[src/include/frontend_consts.svh]
`ifndef FRONTEND_CONSTS_SVH
`define FRONTEND_CONSTS_SVH

// ****************************************
// Front-end widths and sizes
// ****************************************

// Instruction pointers and all jump targets.
`define IP_WIDTH 48

// Instruction window handed over by fetch.
`define INSTR_WIDTH 80

// Return-address stack entries.
`define RAS_DEPTH 4

// Cycles fetch stays held after a redirect.
`define BUBBLE_CYCLES 3

`endif

[src/source/instrPkg.sv]
`default_nettype none

package instrPkg;

  // Low parcel read as a two-byte conditional jump.
  typedef struct packed {
    logic [7:0] disp;     // Signed offset in halfwords.
    logic [1:0] condHi;
    logic [3:0] opcode;
    logic [1:0] condLo;
  } shortJumpFields;

  // Low parcel read as a main opcode with its sub-function.
  typedef struct packed {
    logic [2:0] subFunc;
    logic [4:0] spare;
    logic [7:0] opcode;
  } mainFields;

  typedef union packed {
    shortJumpFields shortJump;
    mainFields      mainOp;
  } instrParcel;

  // ****************************************
  // Opcode values
  // ****************************************
  localparam logic [7:0] OPC_UNCOND = 8'd181;
  localparam logic [7:0] OPC_GROUP  = 8'd182;

  localparam logic [3:0] SHORT_JUMP_PAT    = 4'b1100;
  localparam logic [3:0] BASIC_COND_NIBBLE = 4'b1010;
  localparam logic [3:0] COND_ALWAYS       = 4'hf;  // Short form only.

  // Sub-functions of OPC_GROUP.
  localparam logic [2:0] SUB_INDIR    = 3'd0;
  localparam logic [2:0] SUB_CALL     = 3'd1;
  localparam logic [2:0] SUB_CALL_ALT = 3'd2;
  localparam logic [2:0] SUB_RET      = 3'd3;

endpackage

`default_nettype wire

[src/source/jumpPkg.sv]
`default_nettype none

`include "frontend_consts.svh"

package jumpPkg;

  // One instruction as presented by the fetch source.
  typedef struct packed {
    logic [`IP_WIDTH-1:0]    ip;
    logic [`INSTR_WIDTH-1:0] instr;
    logic [3:0]              magic;        // Length code.
    logic [`IP_WIDTH-1:0]    indirTarget;  // Operand value for indirect jumps.
  } fetchBundle;

  // Decoded view of a jump.
  typedef struct packed {
    logic                        isJump;
    logic                        isCond;
    logic                        isCall;
    logic                        isRet;
    logic                        isIndir;
    logic [3:0]                  cond;
    logic signed [`IP_WIDTH-1:0] disp;  // Byte offset that is already doubled.
    logic [3:0]                  len;   // In bytes.
  } jumpInfo;

  // Fetch redirect towards the instruction cache.
  typedef struct packed {
    logic                 valid;
    logic [`IP_WIDTH-1:0] target;
  } redirect;

endpackage

`default_nettype wire

[src/source/jumpDecoder.sv]
`default_nettype none

`include "frontend_consts.svh"

module jumpDecoder (
  input  logic [`INSTR_WIDTH-1:0] instr,
  input  logic [3:0]              magic,
  output jumpPkg::jumpInfo        info
);

  instrPkg::instrParcel parcel;

  logic       isShortJump;
  logic       isBasicCond;
  logic       isUncond;
  logic       isGroup;
  logic [3:0] instrLen;
  logic [3:0] shortCond;

  assign parcel = instr[15:0];

  // ****************************************
  // Instruction class
  // ****************************************

  // Short jumps only exist in the two-byte form.
  assign isShortJump = ~magic[0] &&
                       (parcel.shortJump.opcode == instrPkg::SHORT_JUMP_PAT);

  assign isBasicCond = magic[0] &&
                       (parcel.mainOp.opcode[7:4] == instrPkg::BASIC_COND_NIBBLE);

  assign isUncond = (magic[1:0] == 2'b01) &&
                    (parcel.mainOp.opcode == instrPkg::OPC_UNCOND);

  assign isGroup = magic[0] && (parcel.mainOp.opcode == instrPkg::OPC_GROUP);

  assign shortCond = {parcel.shortJump.condHi, parcel.shortJump.condLo};

  // Byte length follows from the run of ones at the bottom of magic.
  always_comb begin
    casez (magic)
      4'b???0: instrLen = 4'd2;
      4'b??01: instrLen = 4'd4;
      4'b?011: instrLen = 4'd6;
      default: instrLen = 4'd8;
    endcase
  end

  // ****************************************
  // Jump fields
  // ****************************************
  always_comb begin
    info     = '0;
    info.len = instrLen;

    if (isShortJump) begin
      info.isJump = 1'b1;
      info.cond   = shortCond;
      info.isCond = (shortCond != instrPkg::COND_ALWAYS);  // 15 is "always".
      info.disp   = {{(`IP_WIDTH-9){parcel.shortJump.disp[7]}},
                     parcel.shortJump.disp, 1'b0};
    end else if (isBasicCond) begin
      info.isJump = 1'b1;
      info.isCond = 1'b1;
      // The top condition bit moves with the encoding length.
      info.cond   = {(magic[1:0] == 2'b01) ? instr[18] : instr[32],
                     parcel.mainOp.opcode[3:1]};
      if (magic[1:0] == 2'b01) begin
        info.disp = {{(`IP_WIDTH-14){instr[31]}}, instr[31:19], 1'b0};
      end else if (magic[2:0] == 3'b011) begin
        info.disp = {{(`IP_WIDTH-16){instr[47]}}, instr[47:33], 1'b0};
      end else begin
        info.disp = {{(`IP_WIDTH-32){instr[63]}}, instr[63:33], 1'b0};
      end
    end else if (isUncond) begin
      info.isJump = 1'b1;
      info.disp   = {{(`IP_WIDTH-25){instr[31]}}, instr[31:8], 1'b0};
    end else if (isGroup) begin
      case (parcel.mainOp.subFunc)
        instrPkg::SUB_INDIR: begin
          info.isJump  = 1'b1;
          info.isIndir = 1'b1;
        end
        instrPkg::SUB_CALL,
        instrPkg::SUB_CALL_ALT: begin
          info.isJump = 1'b1;
          info.isCall = 1'b1;
          info.disp   = {{(`IP_WIDTH-17){instr[31]}}, instr[31:16], 1'b0};
        end
        instrPkg::SUB_RET: begin
          info.isJump = 1'b1;
          info.isRet  = 1'b1;
        end
        default: info.isJump = 1'b0;  // Rest of the group is not control flow.
      endcase
    end
  end

endmodule

`default_nettype wire

[src/source/returnStack.sv]
`default_nettype none

`include "frontend_consts.svh"

module returnStack (
  input  logic                 clk,
  input  logic                 reset,
  input  logic                 push,
  input  logic                 pop,
  input  logic [`IP_WIDTH-1:0] pushAddr,
  output logic [`IP_WIDTH-1:0] top,
  output logic                 empty
);

  localparam int PTR_W = (`RAS_DEPTH > 1) ? $clog2(`RAS_DEPTH) : 1;
  localparam int CNT_W = $clog2(`RAS_DEPTH + 1);

  logic [`IP_WIDTH-1:0] entries [`RAS_DEPTH];
  logic [PTR_W-1:0]     topPtr;   // Slot of the most recent push.
  logic [PTR_W-1:0]     nextPtr;
  logic [PTR_W-1:0]     prevPtr;
  logic [CNT_W-1:0]     fill;

  assign nextPtr = (topPtr == PTR_W'(`RAS_DEPTH - 1)) ? '0 : topPtr + 1'b1;
  assign prevPtr = (topPtr == '0) ? PTR_W'(`RAS_DEPTH - 1) : topPtr - 1'b1;

  always_ff @(posedge clk) begin
    if (reset) begin
      topPtr <= '0;
      fill   <= '0;
    end else if (push) begin
      topPtr <= nextPtr;
      // When full the oldest entry is lost, so the count saturates.
      if (fill != CNT_W'(`RAS_DEPTH)) fill <= fill + 1'b1;
    end else if (pop && !empty) begin
      topPtr <= prevPtr;
      fill   <= fill - 1'b1;
    end
  end

  always_ff @(posedge clk) begin
    if (push) entries[nextPtr] <= pushAddr;
  end

  assign top   = entries[topPtr];
  assign empty = (fill == '0);

  aPushPopExclusive: assert property (@(posedge clk) disable iff (reset) !(push && pop));

endmodule

`default_nettype wire

[src/source/targetCalc.sv]
`default_nettype none

`include "frontend_consts.svh"

module targetCalc (
  input  jumpPkg::jumpInfo     info,
  input  logic [`IP_WIDTH-1:0] ip,
  input  logic [`IP_WIDTH-1:0] indirTarget,
  input  logic [`IP_WIDTH-1:0] rasTop,
  input  logic                 rasEmpty,
  output logic                 taken,
  output logic [`IP_WIDTH-1:0] target
);

  logic [`IP_WIDTH-1:0] relTarget;

  assign relTarget = ip + info.disp;

  // Static prediction. Backward conditional jumps are loops, so take them.
  always_comb begin
    if (!info.isJump) begin
      taken = 1'b0;
    end else if (info.isCond) begin
      taken = info.disp[`IP_WIDTH-1];
    end else if (info.isRet) begin
      taken = !rasEmpty;  // Nothing to return to otherwise.
    end else begin
      taken = 1'b1;
    end
  end

  always_comb begin
    if (info.isRet) begin
      target = rasTop;
    end else if (info.isIndir) begin
      target = indirTarget;
    end else begin
      target = relTarget;
    end
  end

endmodule

`default_nettype wire

[src/source/bubbleTimer.sv]
`default_nettype none

`include "frontend_consts.svh"

module bubbleTimer (
  input  logic clk,
  input  logic reset,
  input  logic start,
  output logic done
);

  localparam int CNT_W = $clog2(`BUBBLE_CYCLES + 1);

  logic [CNT_W-1:0] count;

  always_ff @(posedge clk) begin
    if (reset) begin
      count <= '0;
    end else if (start) begin
      count <= CNT_W'(`BUBBLE_CYCLES);
    end else if (count != '0) begin
      count <= count - 1'b1;
    end
  end

  // Done marks the last bubble cycle so that the sequencer can leave on this edge.
  assign done = (count == CNT_W'(1));

  aNoRestart: assert property (@(posedge clk) disable iff (reset) start |-> (count == '0));

endmodule

`default_nettype wire

[src/source/fetchSequencer.sv]
`default_nettype none

`include "frontend_consts.svh"

module fetchSequencer (
  input  logic                 clk,
  input  logic                 reset,
  input  logic                 instrValid,
  input  jumpPkg::fetchBundle  bundle,
  input  jumpPkg::jumpInfo     info,
  input  logic                 taken,
  input  logic [`IP_WIDTH-1:0] target,
  input  logic                 timerDone,
  output jumpPkg::fetchBundle  held,
  output logic                 push,
  output logic                 pop,
  output logic [`IP_WIDTH-1:0] pushAddr,
  output logic                 timerStart,
  output logic                 busy,
  output jumpPkg::redirect     redir
);

  typedef enum logic [1:0] {
    IDLE    = 2'd0,
    RESOLVE = 2'd1,
    BUBBLE  = 2'd2
  } seqState;

  seqState              state;
  logic                 redirValid;
  logic [`IP_WIDTH-1:0] redirTarget;

  // ****************************************
  // Control
  // ****************************************
  always_ff @(posedge clk) begin
    if (reset) begin
      state      <= IDLE;
      redirValid <= 1'b0;
    end else begin
      redirValid <= 1'b0;
      case (state)
        IDLE:    if (instrValid) state <= RESOLVE;
        RESOLVE: begin
          redirValid <= taken;
          state      <= taken ? BUBBLE : IDLE;
        end
        BUBBLE:  if (timerDone) state <= IDLE;
        default: state <= IDLE;
      endcase
    end
  end

  always_ff @(posedge clk) begin
    if (state == IDLE && instrValid) held <= bundle;
    if (state == RESOLVE) redirTarget <= target;
  end

  assign busy       = (state != IDLE);
  assign timerStart = (state == RESOLVE) && taken;

  // Stack updates land on the resolve edge.
  assign push     = (state == RESOLVE) && info.isCall;
  assign pop      = (state == RESOLVE) && info.isRet && taken;
  assign pushAddr = held.ip + `IP_WIDTH'(info.len);  // Address after the call.

  assign redir.valid  = redirValid;
  assign redir.target = redirTarget;

  aNoStrobeWhileBusy: assert property (@(posedge clk) disable iff (reset)
    instrValid |-> !busy);

  aLegalState: assert property (@(posedge clk) disable iff (reset)
    state inside {IDLE, RESOLVE, BUBBLE});

endmodule

`default_nettype wire

[src/source/branchFrontend.sv]
`default_nettype none

`include "frontend_consts.svh"

module branchFrontend (
  input  logic                clk,
  input  logic                reset,
  input  logic                instrValid,
  input  jumpPkg::fetchBundle bundle,
  output logic                busy,
  output jumpPkg::redirect    redir
);

  jumpPkg::fetchBundle  held;
  jumpPkg::jumpInfo     info;
  logic                 taken;
  logic [`IP_WIDTH-1:0] target;
  logic [`IP_WIDTH-1:0] rasTop;
  logic                 rasEmpty;
  logic                 push;
  logic                 pop;
  logic [`IP_WIDTH-1:0] pushAddr;
  logic                 timerStart;
  logic                 timerDone;

  fetchSequencer u_sequencer (
    .clk        (clk),
    .reset      (reset),
    .instrValid (instrValid),
    .bundle     (bundle),
    .info       (info),
    .taken      (taken),
    .target     (target),
    .timerDone  (timerDone),
    .held       (held),
    .push       (push),
    .pop        (pop),
    .pushAddr   (pushAddr),
    .timerStart (timerStart),
    .busy       (busy),
    .redir      (redir)
  );

  // Decode works on the captured copy, not the live bus.
  jumpDecoder u_decoder (
    .instr (held.instr),
    .magic (held.magic),
    .info  (info)
  );

  targetCalc u_target (
    .info        (info),
    .ip          (held.ip),
    .indirTarget (held.indirTarget),
    .rasTop      (rasTop),
    .rasEmpty    (rasEmpty),
    .taken       (taken),
    .target      (target)
  );

  returnStack u_ras (
    .clk      (clk),
    .reset    (reset),
    .push     (push),
    .pop      (pop),
    .pushAddr (pushAddr),
    .top      (rasTop),
    .empty    (rasEmpty)
  );

  bubbleTimer u_bubble (
    .clk   (clk),
    .reset (reset),
    .start (timerStart),
    .done  (timerDone)
  );

endmodule

`default_nettype wire

[config.mk]
export PLATFORM = sky130hd
export DESIGN_NAME = branchFrontend
export DESIGN_NICKNAME = d
export VERILOG_FILES = /design/src/source/instrPkg.sv /design/src/source/jumpPkg.sv /design/src/source/jumpDecoder.sv /design/src/source/returnStack.sv /design/src/source/targetCalc.sv /design/src/source/bubbleTimer.sv /design/src/source/fetchSequencer.sv /design/src/source/branchFrontend.sv
export VERILOG_INCLUDE_DIRS = /design/src /design/src/include
export SDC_FILE = /design/constraint.sdc
export NUM_CORES = 1
export LEC_CHECK = 0
export ABC_AREA = 0
export BUFFER_PORTS_ARGS = -buffer_cell sky130_fd_sc_hd__clkbuf_2
export CAP_MARGIN = 20
export CORE_MARGIN = 5
export CORE_UTILIZATION = 45
export CTS_CLUSTER_DIAMETER = 30
export CTS_CLUSTER_SIZE = 25
export DETAILED_ROUTE_END_ITERATION = 12
export GPL_ROUTABILITY_DRIVEN = 0
export PLACE_DENSITY = 0.64
export RECOVER_POWER = 50
export SYNTH_ARGS = -nofsm -noshare
export SYNTH_HDL_FRONTEND = slang
export SYNTH_SLANG_ARGS = --single-unit
[constraint.sdc]
create_clock -name clk -period 12.9 [get_ports clk]
set_input_delay 2.58 -clock clk [delete_from_list [all_inputs] [get_ports clk]]
set_output_delay 2.58 -clock clk [all_outputs]
set_load 0.005 [all_outputs]
* Word-level counts from Yosys, hierarchy flattened
Memory sizes are Yosys's and may differ from the RTL's. A register that Yosys moved wholly into a read port is not among the register bits.
Cells that the tools add are included.
W data, S select, Z words.
** Operators by class
- $add $sub $neg :: 7
- $mul :: 0
- Div/mod/pow operators :: 0
- $lt $le $gt $ge :: 0
- Equality and inequality tests :: 18
- Shift operators :: 0
- Mux-type cells :: 43
- Bitwise logic cells :: 2
- Reductions and logical operators :: 24
** Operator list (count)
- $mux W48 :: 9
- $add A48 B4 Y48 :: 1
- $add A48 B48 Y48 :: 1
- $mux W2 :: 12
- $mux W3 :: 7
- $eq A8 B8 Y1 const B :: 2
- $mux W1 :: 13
- $pmux W4 S3 :: 1
- $logic_and A1 B1 Y1 :: 10
- $eq A3 B2 Y1 const B :: 3
- $eq A4 B4 Y1 const B :: 2
- $reduce_bool A2 Y1 :: 4
- $eq A2 B1 Y1 const B :: 3
- $logic_not A3 Y1 :: 2
- $pmux W2 S3 :: 1
- $eq A2 B2 Y1 const B :: 2
- $logic_not A2 Y1 :: 2
- $ne A2 B2 Y1 const B :: 2
- $ne A4 B4 Y1 const B :: 1
- $reduce_and A2 Y1 :: 2
- $reduce_or A2 Y1 :: 2
- $reduce_or A4 Y1 :: 1
- $sub A2 B1 Y2 const B :: 2
- $add A3 B1 Y3 const B :: 1
- other kinds (7) :: 8
** Word-level totals
- Bits in registers :: 221
- Latch bits :: 0
- RAM bits :: 192
- Memory bits (read-only) :: 0
- Input port bits :: 183
- Output and inout bits :: 50
- Word-level logic and storage cells :: 105
- Memories kept :: 1
** Memories
- u_ras.entries :: depth 4, bits a word 48, rd ports 1, clocked after Yosys merged registers in 1, write ports 1, RTL line returnStack.sv:18 : logic [`IP_WIDTH-1:0] entries [`RAS_DEPTH];

* Depth between registers and ports, before layout
- Word-level depth :: 16
- Gate-level depth with buffers :: 20
- Gate-level depth less buffers :: 17

* Hierarchy
Synthesis repeated with hierarchy kept, for this count alone.
** Second synthesis, totals
- Cells, all modules :: 1462
- Area total of the unflattened synthesis :: 20338.3 um^2
** By module, submodules not included
- fetchSequencer :: times used 1, cells an instance 405, area each 8005.2 um^2
- returnStack :: times used 1, cells an instance 299, area each 7358.3 um^2
- targetCalc :: times used 1, cells an instance 562, area each 3748.6 um^2
- jumpDecoder :: times used 1, cells an instance 185, area each 1117.3 um^2
- bubbleTimer :: times used 1, cells an instance 11, area each 108.9 um^2

* Least setup slack after synthesis
Ideal clock, no wire load.
- Path type :: input -> register
- Start point :: input instrValid
- End point :: register u_sequencer.held[0] (netlist name)
- Arrival time :: 9.301 ns
- Required time :: 12.214 ns
- Path slack :: 2.913 ns
- Stages :: 2
- Path through :: inv_1 nor2_1
** Between the ends
- Cells in the longest elaborated chain, start to end :: 1
** Ends and longest elaborated chain
- start: declaration :: RTL line branchFrontend.sv:8 : input logic instrValid,
- $logic_and A1 B1 Y1 :: RTL line fetchSequencer.sv:55 : if (state == IDLE && instrValid) held <= bundle;
Every way passes these cells.
A chain may end at the register's enable or synchronous reset.

* Worst setup path after layout
- Start point :: register u_sequencer.state[1]
- End point :: memory u_ras.entries[2][38] (netlist bit) (enable)
** Between the ends
- Cells in the longest elaborated chain, start to end :: 4
** Ends and longest elaborated chain
- start: declaration :: RTL line fetchSequencer.sv:29 : seqState state;
- start signal: assignment :: RTL line fetchSequencer.sv:46 : state <= taken ? BUBBLE : IDLE;
- $eq A2 B1 Y1 :: RTL line fetchSequencer.sv:63 : assign push = (state == RESOLVE) && info.isCall;
- $logic_and A1 B1 Y1 :: RTL line fetchSequencer.sv:63
- $mux W1 :: RTL line returnStack.sv:42 : if (push) entries[nextPtr] <= pushAddr;
- $mux W1 (not written as such) :: RTL line returnStack.sv:42
- end: declaration :: RTL line returnStack.sv:18
Every way passes these cells.

==> impl_metrics.toml <==
[outcome]
status = "complete, but fails checks"
violations = "capacitance limit, slew limit"

[die]
die_x_um = 216
core_region_area_sq_um = 42000
rows = 75
ioPinCount = 233
chipHeight_um = 216
dieArea_sq_um = 46700
initial_core_util_pct = 45.5

[synth]
synth-warning-count = 0
synthTopCellsByArea = "edfxtp_1 (63%), mux4_2 (5.7%), ha_1 (3.7%)"
syn-cell-area_sq_um = 19100
synth_top_area_share_pct = 63.1
ys_ff_latch = 414
synth_ff_type = "edfxtp_1"
avgSynthCellArea_sq_um = 13.6
async_reset_ff_share_pct = 0
synthCells = 1405
yosysTopAreaCell = "edfxtp_1"
seq_area_frac_synth_pct = 64.4
synth_nets = 1648
synthDistinctLibCells = 80
synth_edf_count = 402

[global_route]
antenna_found_initial = 1
gr-usage-all-layers_pct = 20.8
grt_pass1_vias = 12900
grt_max_degree = 71
grt_overflow = 0
grt_pass1_wl_mm = 74.7

[cells_and_area]
final_common_cell = "edfxtp_1"
stdcell_area_sq_um = 23300
drive_gt1_share_pct = 22.1
area_growth_pct = 21.8
nets = 1902
fillers = 3478
instances_no_fill = 2264
multi_input_area_sq_um = 6480
final_cell_mix = "edfxtp_1 (402), clkbuf_2 (175), a21oi_1 (136)"
antennaDiodeCount = 0
ff_latch_area_sq_um = 12300

[detailed_routing]
vias = 12700
post-route-drc-count = 0
routed_wl_mm = 49.1
antenna_left = 0
via_per_inst = 5.63
drtPass1Iterations = 5
first_iter_violations = 1292
post_drt_wl_per_cell_um = 21.7

[placement]
place_area_sq_um = 20800
io_buffers = 214
place_inst = 2114
dp_hpwl_mm = 33.0

[clocking]
cts_tree = "built"
htreeDepth = 3
cts_sinks = 414
clock_latency_ns = 0.62
cts_hold_buf = 0
root_buffer = "clkbuf_16"
cts_made_buffers = 81
cts_resized = 0
clkTransAtPathRegs_ns = 0.05
cts_setup_buffers = 0
cts_buffer_depth = 3

[worst_setup_path]
start_kind = "flip-flop"
end_kind = "flip-flop"
cp_slowest_stage_delay_ns = 3.02
cp_top_family = "simple AND/OR/NAND/NOR gates"
worstPathArrival_ns = 7.17
cpMaxStageDelayCell = "and2_0"
cp_num_buf_inv = 3
critPathRequiredTime_ns = 13.00
path_max_fanout = 51
path_cells = "inv_1, nand2_1, clkinv_1, clkbuf_1, and3_1, and2_0"
crit_type = "reg -> reg"

[sta]
max_freq_ghz = 0.141
tns_ns = 0
hold_viol = 0
relSlewSlack_pct = -175
rsz0062_at_grt = "no"
setup_viol = 0
fin_crit_sh_pct = 54.9
fin_skew_ns = 0.0272
maxSlewViolCount = 320
tightest_slew_ns = 4.12
period_minus_slack_ns = 7.08

[power_and_ir_drop]
p_leak_nw = 8.49
powerDensity_nw_per_um2 = 161
ir_worst_vdd_uv = 105

[hold_path]
hold_class = "reg -> reg"

[run]
maxCapViolCount = 7
path summary, 6_finish.rpt:
check                                          start              endpoint  slack [ns]  cells past startpoint
worst max register to register  u_sequencer.state[1]  u_ras.entries[2][38]        5.82                      6
worst min-delay path            u_sequencer.state[0]  u_sequencer.state[1]        0.48                      1
worst min register to register  u_sequencer.state[0]  u_sequencer.state[1]        0.48                      1
worst max-delay path            u_sequencer.state[1]  u_ras.entries[2][38]        5.82                      6
area by class of cell:
| class | instances | share of cell area (%) |
|---|---|---|
| Sequential cell | 414 | 52.9 |
| Multi-Input combinational cell | 907 | 27.8 |
| Clock buffer | 93 | 8.98 |
| Timing Repair Buffer | 227 | 4.77 |
| Tap cell | 539 | 2.89 |
| Clock inverter | 56 | 2.23 |
| Inverter | 28 | 0.451 |
routing by layer:
layer	share of wire (%)	track usage, %	vias to the layer above
li1	-	-	5974
met1	45	29.6	6207
met2	45	32.0	481
met3	7.8	5.29	84
met4	2.1	6.15	2
met5	0.014	0	-
cells in the mapped netlist (5+ instances only):
cell,count
a211oi_1,6
edfxtp_1,402
o211ai_1,9
nand3_1,36
and2_1,9
inv_1,28
clkbuf_1,39
o22ai_1,15
o21ai_0,73
a221o_1,8
ha_1,57
dfxtp_1,12
mux4_2,48
buf_1,5
a21o_1,17
xnor2_1,58
or3_1,5
nor3_1,18
nand4_1,18
a31oi_1,12
nor2b_1,8
mux2i_1,8
nand2_1,109
a221oi_1,8
o21a_1,5
and3_1,14
buf_2,7
xor2_1,26
or2_2,5
a22oi_1,10
nor2_1,119
nand2b_1,5
a21oi_1,136
power by group:
part,switching (W),total (W),internal [W]
combinational,0.000139,0.000223,0.0000838
sequential,0.0000319,0.00157,0.00154
clock,0.000698,0.00195,0.00126
total,0.000869,0.00375,0.00288
state kept, by name (all words and copies together), names as in the netlist, named ones only:
register / flops
u_sequencer.redirValid: 1
u_ras.topPtr: 2
u_sequencer.state: 2
u_ras.entries: 192
u_ras.fill: 3
u_sequencer.held: 162
u_sequencer.redirTarget: 48
u_bubble.count: 2
cells by family (layout without fill, tap and decap cells):
group,count (synthesis),in the layout,share of synthesized area (%)
mux,56,56,6.07
simple gates,369,369,9.07
buf+inv,84,404,1.80
xor+xnor,84,84,3.85
fa+ha+maj,60,60,4.04
compound gates,338,338,10.8
flops,414,414,64.4
metrics by stage:
stage | worst slack (ns) | util, % | hold slack (ns) | total power [W]
global placement | 6.93 | 49.4 | 0.457 | 0.00181
detailed placement | 6.89 | 49.4 | 0.473 | 0.00182
floorplan | 2.91 | - | 0.437 | 0.00173
CTS | 6.85 | 55.6 | 0.485 | 0.00379
finish | 5.82 | 55.4 | 0.478 | 0.00375
global route | 5.25 | 55.4 | 0.508 | 0.00389
(Power assumes the default switching activity.)
